[src/bk_sound_pkg.sv]
// Sound path shared definitions

package bk_sound_pkg;

    // ========================================================================
    // Widths and timing
    // ========================================================================

    // Output sample word
    localparam int sample_width = 16;

    // CPU bus data word
    localparam int bus_width = 16;

    // System clocks per output sample pair
    localparam int tick_div = 56;

    // ========================================================================
    // Mix field positions
    // ========================================================================

    // Covox byte lands on sample bits 14..7
    localparam int covox_shift = 7;

    // Speaker field lands on sample bits 13..11
    localparam int spk_shift = 11;

    // Tape input adds a single weight at this bit
    localparam int tape_bit = 14;

    // System register data bits feeding speaker bits 2, 1, 0
    localparam int spk_bit2_src = 6;
    localparam int spk_bit1_src = 5;
    localparam int spk_bit0_src = 2;

    // Set on a high-byte write, this bit blocks the speaker update
    localparam int sys_hi_lock_bit = 11;

    // Target of one captured bus write
    typedef enum logic [1:0] {
        wr_none   = 2'd0,
        wr_sysreg = 2'd1,
        wr_port   = 2'd2
    } write_target_t;

endpackage

[src/bus_write_capture.sv]
// Bus write event capture

module bus_write_capture
    import bk_sound_pkg::*;
(
    input  logic                 clk_sys,
    input  logic                 rst_n,
    input  logic                 bus_stb,
    input  logic                 bus_we,
    input  logic                 sysreg_sel,
    input  logic                 port_sel,
    input  logic [1:0]           bus_wtbt,
    input  logic [bus_width-1:0] bus_din,
    output write_target_t        wr_target,
    output logic [bus_width-1:0] wr_data,
    output logic [1:0]           wr_lanes
);

    logic          write_cond;
    logic          write_cond_q;
    logic          write_edge;
    write_target_t target_next;

    // Write in progress to one of the two sound-related selects
    assign write_cond = bus_stb & bus_we & (sysreg_sel | port_sel);

    // Only the first cycle of a held strobe counts
    assign write_edge = write_cond & ~write_cond_q;

    // System register takes priority when both selects are up
    always_comb begin
        if (sysreg_sel) begin
            target_next = wr_sysreg;
        end else begin
            target_next = wr_port;
        end
    end

    // ========================================================================
    // Event register, one cycle per write
    // ========================================================================

    always_ff @(posedge clk_sys or negedge rst_n) begin
        if (!rst_n) begin
            write_cond_q <= 1'b0;
            wr_target    <= wr_none;
        end else begin
            write_cond_q <= write_cond;
            if (write_edge) begin
                wr_target <= target_next;
            end else begin
                wr_target <= wr_none;
            end
        end
    end

    // Data and lanes frozen at the strobe edge
    always_ff @(posedge clk_sys) begin
        if (write_edge) begin
            wr_data  <= bus_din;
            wr_lanes <= bus_wtbt;
        end
    end

endmodule

[src/sound_regs.sv]
// Speaker and Covox registers

module sound_regs
    import bk_sound_pkg::*;
(
    input  logic                 clk_sys,
    input  logic                 rst_n,
    input  write_target_t        wr_target,
    input  logic [bus_width-1:0] wr_data,
    input  logic [1:0]           wr_lanes,
    input  logic                 bk0010,
    output logic [2:0]           spk_bits,
    output logic [bus_width-1:0] covox_data
);

    logic       spk_load;
    logic [2:0] spk_next;
    logic       lo_lane;
    logic       hi_lane;

    assign lo_lane = wr_lanes[0];
    assign hi_lane = wr_lanes[1];

    // ========================================================================
    // System register speaker field
    // ========================================================================

    // Low lane required; a high-byte write with the lock bit set is dropped
    assign spk_load = lo_lane & (~hi_lane | ~wr_data[sys_hi_lock_bit]);

    // Bit 0 does not exist on the BK0010 model
    always_comb begin
        spk_next[2] = wr_data[spk_bit2_src];
        spk_next[1] = wr_data[spk_bit1_src];
        spk_next[0] = wr_data[spk_bit0_src] & ~bk0010;
    end

    // ========================================================================
    // Register update
    // ========================================================================

    always_ff @(posedge clk_sys or negedge rst_n) begin
        if (!rst_n) begin
            spk_bits   <= '0;
            covox_data <= '0;
        end else begin
            case (wr_target)
                wr_sysreg: begin
                    if (spk_load) begin
                        spk_bits <= spk_next;
                    end
                end
                wr_port: begin
                    // Each byte lane updates only its own half
                    if (lo_lane) begin
                        covox_data[7:0] <= wr_data[7:0];
                    end
                    if (hi_lane) begin
                        covox_data[15:8] <= wr_data[15:8];
                    end
                end
                default: begin
                    spk_bits   <= spk_bits;
                    covox_data <= covox_data;
                end
            endcase
        end
    end

endmodule

[src/sample_mixer.sv]
// Covox sample mixer

module sample_mixer
    import bk_sound_pkg::*;
(
    input  logic                    clk_sys,
    input  logic                    rst_n,
    input  logic [2:0]              spk_bits,
    input  logic [bus_width-1:0]    covox_data,
    input  logic                    tape_in,
    input  logic                    tape_mute,
    output logic [sample_width-1:0] sample_l,
    output logic [sample_width-1:0] sample_r,
    output logic                    sample_valid
);

    logic [$clog2(tick_div)-1:0] tick_cnt;
    logic                        tick;

    logic [sample_width-1:0] covox_l_term;
    logic [sample_width-1:0] covox_r_term;
    logic [sample_width-1:0] spk_term;
    logic [sample_width-1:0] tape_term;
    logic [sample_width-1:0] mix_l;
    logic [sample_width-1:0] mix_r;

    // ========================================================================
    // Sample rate divider
    // ========================================================================

    assign tick = (tick_cnt == $bits(tick_cnt)'(tick_div - 1));

    always_ff @(posedge clk_sys or negedge rst_n) begin
        if (!rst_n) begin
            tick_cnt <= '0;
        end else if (tick) begin
            tick_cnt <= '0;
        end else begin
            tick_cnt <= tick_cnt + 1'b1;
        end
    end

    // ========================================================================
    // Mix terms
    // ========================================================================

    always_comb begin
        covox_l_term = sample_width'(covox_data[7:0]) << covox_shift;
        covox_r_term = sample_width'(covox_data[15:8]) << covox_shift;
        spk_term     = sample_width'(spk_bits) << spk_shift;

        // Tape is heard only when not muted
        if (tape_in && !tape_mute) begin
            tape_term = sample_width'(1) << tape_bit;
        end else begin
            tape_term = '0;
        end

        // Sums wrap at the sample width, no clipping
        mix_l = covox_l_term + spk_term + tape_term;
        mix_r = covox_r_term + spk_term + tape_term;
    end

    // Output samples, refreshed once per tick
    always_ff @(posedge clk_sys or negedge rst_n) begin
        if (!rst_n) begin
            sample_l     <= '0;
            sample_r     <= '0;
            sample_valid <= 1'b0;
        end else begin
            sample_valid <= tick;
            if (tick) begin
                sample_l <= mix_l;
                sample_r <= mix_r;
            end
        end
    end

endmodule

[src/bk_sound_top.sv]
// BK0011M sound output path

module bk_sound_top
    import bk_sound_pkg::*;
(
    input  logic                    clk_sys,
    input  logic                    rst_n,
    input  logic                    bus_stb,
    input  logic                    bus_we,
    input  logic                    sysreg_sel,
    input  logic                    port_sel,
    input  logic [1:0]              bus_wtbt,
    input  logic [bus_width-1:0]    bus_din,
    input  logic                    bk0010,
    input  logic                    tape_in,
    input  logic                    tape_mute,
    output logic [sample_width-1:0] sample_l,
    output logic [sample_width-1:0] sample_r,
    output logic                    sample_valid
);

    // ========================================================================
    // Stage links
    // ========================================================================

    write_target_t        wr_target;
    logic [bus_width-1:0] wr_data;
    logic [1:0]           wr_lanes;
    logic [2:0]           spk_bits;
    logic [bus_width-1:0] covox_data;

    bus_write_capture bus_write_capture_inst (
        .clk_sys    (clk_sys),
        .rst_n      (rst_n),
        .bus_stb    (bus_stb),
        .bus_we     (bus_we),
        .sysreg_sel (sysreg_sel),
        .port_sel   (port_sel),
        .bus_wtbt   (bus_wtbt),
        .bus_din    (bus_din),
        .wr_target  (wr_target),
        .wr_data    (wr_data),
        .wr_lanes   (wr_lanes)
    );

    sound_regs sound_regs_inst (
        .clk_sys    (clk_sys),
        .rst_n      (rst_n),
        .wr_target  (wr_target),
        .wr_data    (wr_data),
        .wr_lanes   (wr_lanes),
        .bk0010     (bk0010),
        .spk_bits   (spk_bits),
        .covox_data (covox_data)
    );

    // Samples follow register levels, sampled on the tick
    sample_mixer sample_mixer_inst (
        .clk_sys      (clk_sys),
        .rst_n        (rst_n),
        .spk_bits     (spk_bits),
        .covox_data   (covox_data),
        .tape_in      (tape_in),
        .tape_mute    (tape_mute),
        .sample_l     (sample_l),
        .sample_r     (sample_r),
        .sample_valid (sample_valid)
    );

endmodule

[config.mk]
export PLATFORM = sky130hd
export DESIGN_NAME = bk_sound_top
export DESIGN_NICKNAME = d
export VERILOG_FILES = /design/src/bk_sound_pkg.sv /design/src/bus_write_capture.sv /design/src/sound_regs.sv /design/src/sample_mixer.sv /design/src/bk_sound_top.sv
export SDC_FILE = /design/constraint.sdc
export NUM_CORES = 1
export LEC_CHECK = 0
export BUFFER_PORTS_ARGS = -buffer_cell sky130_fd_sc_hd__buf_4
export CELL_PAD_IN_SITES_DETAIL_PLACEMENT = 0
export CELL_PAD_IN_SITES_GLOBAL_PLACEMENT = 1
export CORE_MARGIN = 2
export CORE_UTILIZATION = 39
export CTS_CLUSTER_SIZE = 10
export DETAILED_ROUTE_END_ITERATION = 8
export PLACE_DENSITY_LB_ADDON = 0.2
export SLEW_MARGIN = 5
export SYNTH_ARGS = -nofsm -noshare
export SYNTH_HDL_FRONTEND = slang
export SYNTH_SLANG_ARGS = --single-unit
[constraint.sdc]
create_clock -name clk_sys -period 1.7 [get_ports clk_sys]
set_clock_uncertainty 0.1 [all_clocks]
set_input_delay 0.34 -clock clk_sys [delete_from_list [all_inputs] [get_ports clk_sys]]
set_output_delay 0.34 -clock clk_sys [all_outputs]
set_load 0.01 [all_outputs]
==> impl_metrics.py <==
metrics = {
    "pwr": {
        "leakagePower_nw": 1.57,
        "powerDensity_nw_per_um2": 1060,
        "total_power_mw": 3.70,
        "peakVddDrop_mv": 0.672,
    },
    "critical_path": {
        "crit_required_ns": 1.82,
        "criticalPathCategory": "reg2reg",
        "worstPathArrival_ns": 1.76,
        "path_max_fanout": 3,
        "end_kind": "flip-flop",
        "start_kind": "flip-flop",
    },
    "yosys": {
        "syn-cell-area_sq_um": 2780,
        "synthDistinctLibCells": 33,
        "avgSynthCellArea_sq_um": 14.6,
        "ys.flop_type": "dfrtp_1",
        "synth_top_family_by_area": "multiplexers",
        "async_flop_share": 0.723,
        "synthCells": 190,
        "synth_xor_area_frac": 0.0126,
        "synthSimpleGateAreaFrac": 0.0549,
        "synth_fa_ha_area_frac": 0.0549,
        "muxShareOfSynthArea": 0.137,
        "synth_edf_count": 18,
        "yosysWarningCount": 0,
        "synth_seq_area_share": 0.617,
        "ys_ff_latch": 65,
        "synth-compound-area-share": 0.0589,
    },
    "min_path": {
        "hp-class": "in2reg",
    },
    "sta": {
        "hold_viol": 0,
        "worst_pin_slew_ns": 0.599,
        "max_freq_mhz": 610,
        "min_period_ns": 1.64,
        "relSlewSlack": 0.601,
        "rsz0062_at_grt": "false",
        "fin_setup_tns_ns": 0,
        "slew_violations": 0,
        "hold_ws_ns": 0.0745,
        "setup_viol": 0,
        "fin_crit_sh": 0.964,
    },
    "placement": {
        "hpwlAfterDp_mm": 3.15,
        "gp_congestion": 0.742,
        "numPortBuffers": 45,
        "place_area_sq_um": 3210,
    },
    "final_layout": {
        "seqCellArea_sq_um": 1720,
        "antenna_cells": 0,
        "nets": 290,
        "fin_util": 0.509,
        "multi_input_area_sq_um": 950,
        "fill_cells": 636,
        "design_area_sq_um": 3480,
        "layout-drive-gt1-share": 0.424,
        "area_growth_pct": 25.0,
    },
    "drt": {
        "avgRoutedWirePerCell_microns": 12.8,
        "drtPass1Iterations": 4,
        "route.detailed.drc": 0,
        "routed_via_density": 4.52,
        "final_antenna_net_count": 0,
        "num_vias": 1596,
        "drt_wl_total_mm": 4.52,
        "first_iter_violations": 59,
    },
    "global_route": {
        "busiest_layer": "met2",
        "grt_max_degree": 48,
        "grtUsageMet2": 0.193,
        "overflow": 0,
        "grt_pass1_vias": 1567,
        "grt_usage": 0.129,
        "grt_use_met1": 0.168,
        "grtUsageMet3": 0.0616,
        "grt_pass1_wl_mm": 7.42,
        "antenna_found_initial": 0,
    },
    "floorplanning": {
        "fp.dieW_microns": 88.5,
        "core_area_sq_um": 6830,
        "fp.dieArea_sq_um": 7830,
        "fp.dieH_microns": 88.5,
        "ioPinCount": 60,
        "start_util": 0.407,
        "num_rows": 30,
    },
    "cts": {
        "cts.sinks": 65,
        "cts_buffer_depth": 2,
        "htree_levels": 3,
        "clk_pin_slew_ns": 0.07,
        "cts_made_buffers": 9,
        "clock_latency_ns": 0.34,
        "cts_tree": "built",
        "root_buffer": "clkbuf_8",
    },
    "status": {
        "status": "complete, no violations",
    },
    "job": {
        "maxCapViolCount": 0,
    },
}
worst max-delay path: stages (launching register included):
cell and delay [ns]:
dfrtp_1 0.39, ha_1 0.19, inv_1 0.06, fa_1 0.39, xnor2_1 0.14, mux2_4 0.25
cells in the mapped netlist, drive strengths merged, types with 2 or more instances:
| cell type | number | share of area |
|---|---|---|
| dfrtp | 47 | 0.42 |
| mux2 | 31 | 0.13 |
| buf | 18 | 0.050 |
| edfxtp | 18 | 0.19 |
| inv | 10 | 0.013 |
| o21ai | 10 | 0.018 |
| ha | 9 | 0.040 |
| nor2 | 6 | 0.014 |
| nor2b | 5 | 0.011 |
| o211ai | 5 | 0.013 |
| nand2 | 4 | 0.0054 |
| a211oi | 2 | 0.0054 |
| a21oi | 2 | 0.0036 |
| a31oi | 2 | 0.0045 |
| fa | 2 | 0.014 |
| mux2i | 2 | 0.0072 |
| nand3 | 2 | 0.0036 |
| nand4 | 2 | 0.0099 |
| o21ba | 2 | 0.0072 |
| xnor2 | 2 | 0.0063 |
| xor2 | 2 | 0.0063 |
layout make-up:
cell class              count  share of cell area
clock buffers              11              0.0406
clock inverters             5              0.0227
inverters                  10              0.0108
multi-input cells         110               0.273
flip-flops and latches     65               0.493
well taps                  96              0.0345
repair buffers             56               0.125
metrics by stage:
stage	cells	setup WS, ns
after global placement	334	-0.0578
after floorplan	203	0.0266
after detailed placement	334	-0.105
final	353	0.0607
after global routing	353	0.00981
after CTS	351	0.0151
flip-flops by register name (all words and copies together) (netlist names):
signal	flops
sound_regs_inst.covox_data	16
bus_write_capture_inst.wr_lanes	2
sample_mixer_inst.sample_r	9
sound_regs_inst.spk_bits	3
sample_mixer_inst.sample_l	9
sample_mixer_inst.sample_valid	1
sample_mixer_inst.tick_cnt	6
bus_write_capture_inst.wr_target	2
bus_write_capture_inst.wr_data	16
bus_write_capture_inst.write_cond_q	1
cells in the final DEF (no fill, tap or decap), types with 2 or more instances in the layout:
master     instances
nor2b_1            5
conb_1            14
a21oi_1            2
dfrtp_1           47
mux2i_1            2
nor2_1             4
o21ai_0           10
xor2_1             2
clkinv_2           2
mux2_4             3
clkbuf_8          10
bufinv_16          2
o211ai_1           5
nand2_1            4
a31oi_1            2
a211oi_1           2
o21ba_2            2
inv_1             10
ha_1               8
xnor2_1            2
buf_4             54
edfxtp_1          18
nand3_1            2
mux2_2            28
path summary, 6_finish.rpt:
check / start / to / slack, ns / cells past startpoint
min in group asynchronous: rst_n / sample_mixer_inst.tick_cnt[5]$_DFF_PN0_ / 0.45 / 2
max: sound_regs_inst.spk_bits[0]$_DFFE_PN0P_ / sample_mixer_inst.sample_l[13]$_DFFE_PN0N_ / 0.06 / 5
max reg2reg: sound_regs_inst.spk_bits[0]$_DFFE_PN0P_ / sample_mixer_inst.sample_l[13]$_DFFE_PN0N_ / 0.06 / 5
min: bus_din[0] / bus_write_capture_inst.wr_data[0]$_DFFE_PP_ / 0.07 / 1
min reg2reg: bus_write_capture_inst.wr_data[3]$_DFFE_PP_ / sound_regs_inst.covox_data[3]$_DFFE_PN0P_ / 0.38 / 1
max in group asynchronous: rst_n / sample_mixer_inst.sample_r[14]$_DFFE_PN0N_ / 0.63 / 2
report_power, final:
part | leakage (nW) | internal (mW) | switching, mW
sequential | 0.754 | 1.73 | 0.0700
combinational | 0.702 | 0.253 | 0.211
clock | 0.113 | 0.863 | 0.567
what timing repair did:
item                                    in CTS  in global routing
endpoints found under the setup margin       0                 31
hold endpoints to repair                    47                  0
hold buffers                                 1                  0
resized for setup                            0                  3
setup buffers                                0                  2
logic make-up (layout without fill, tap and decap cells):
kind of cell | after synthesis | in the layout
AOI/OAI and AO/OA | 25 | 25
other | 1 | 14
adders and majority gates | 11 | 11
buffers and inverters | 28 | 82
and+or+nand+nor | 23 | 23
xor gates and xnor gates | 4 | 4
DFF | 65 | 65
muxes | 33 | 33
per-layer routing:
metal | wire, microns | part of all wire
met5 | 0 | 0
met3 | 289 | 0.064
met2 | 2090 | 0.46
met4 | 63 | 0.014
met1 | 2080 | 0.46
Note: power is estimated with default switching activity, not from simulation.
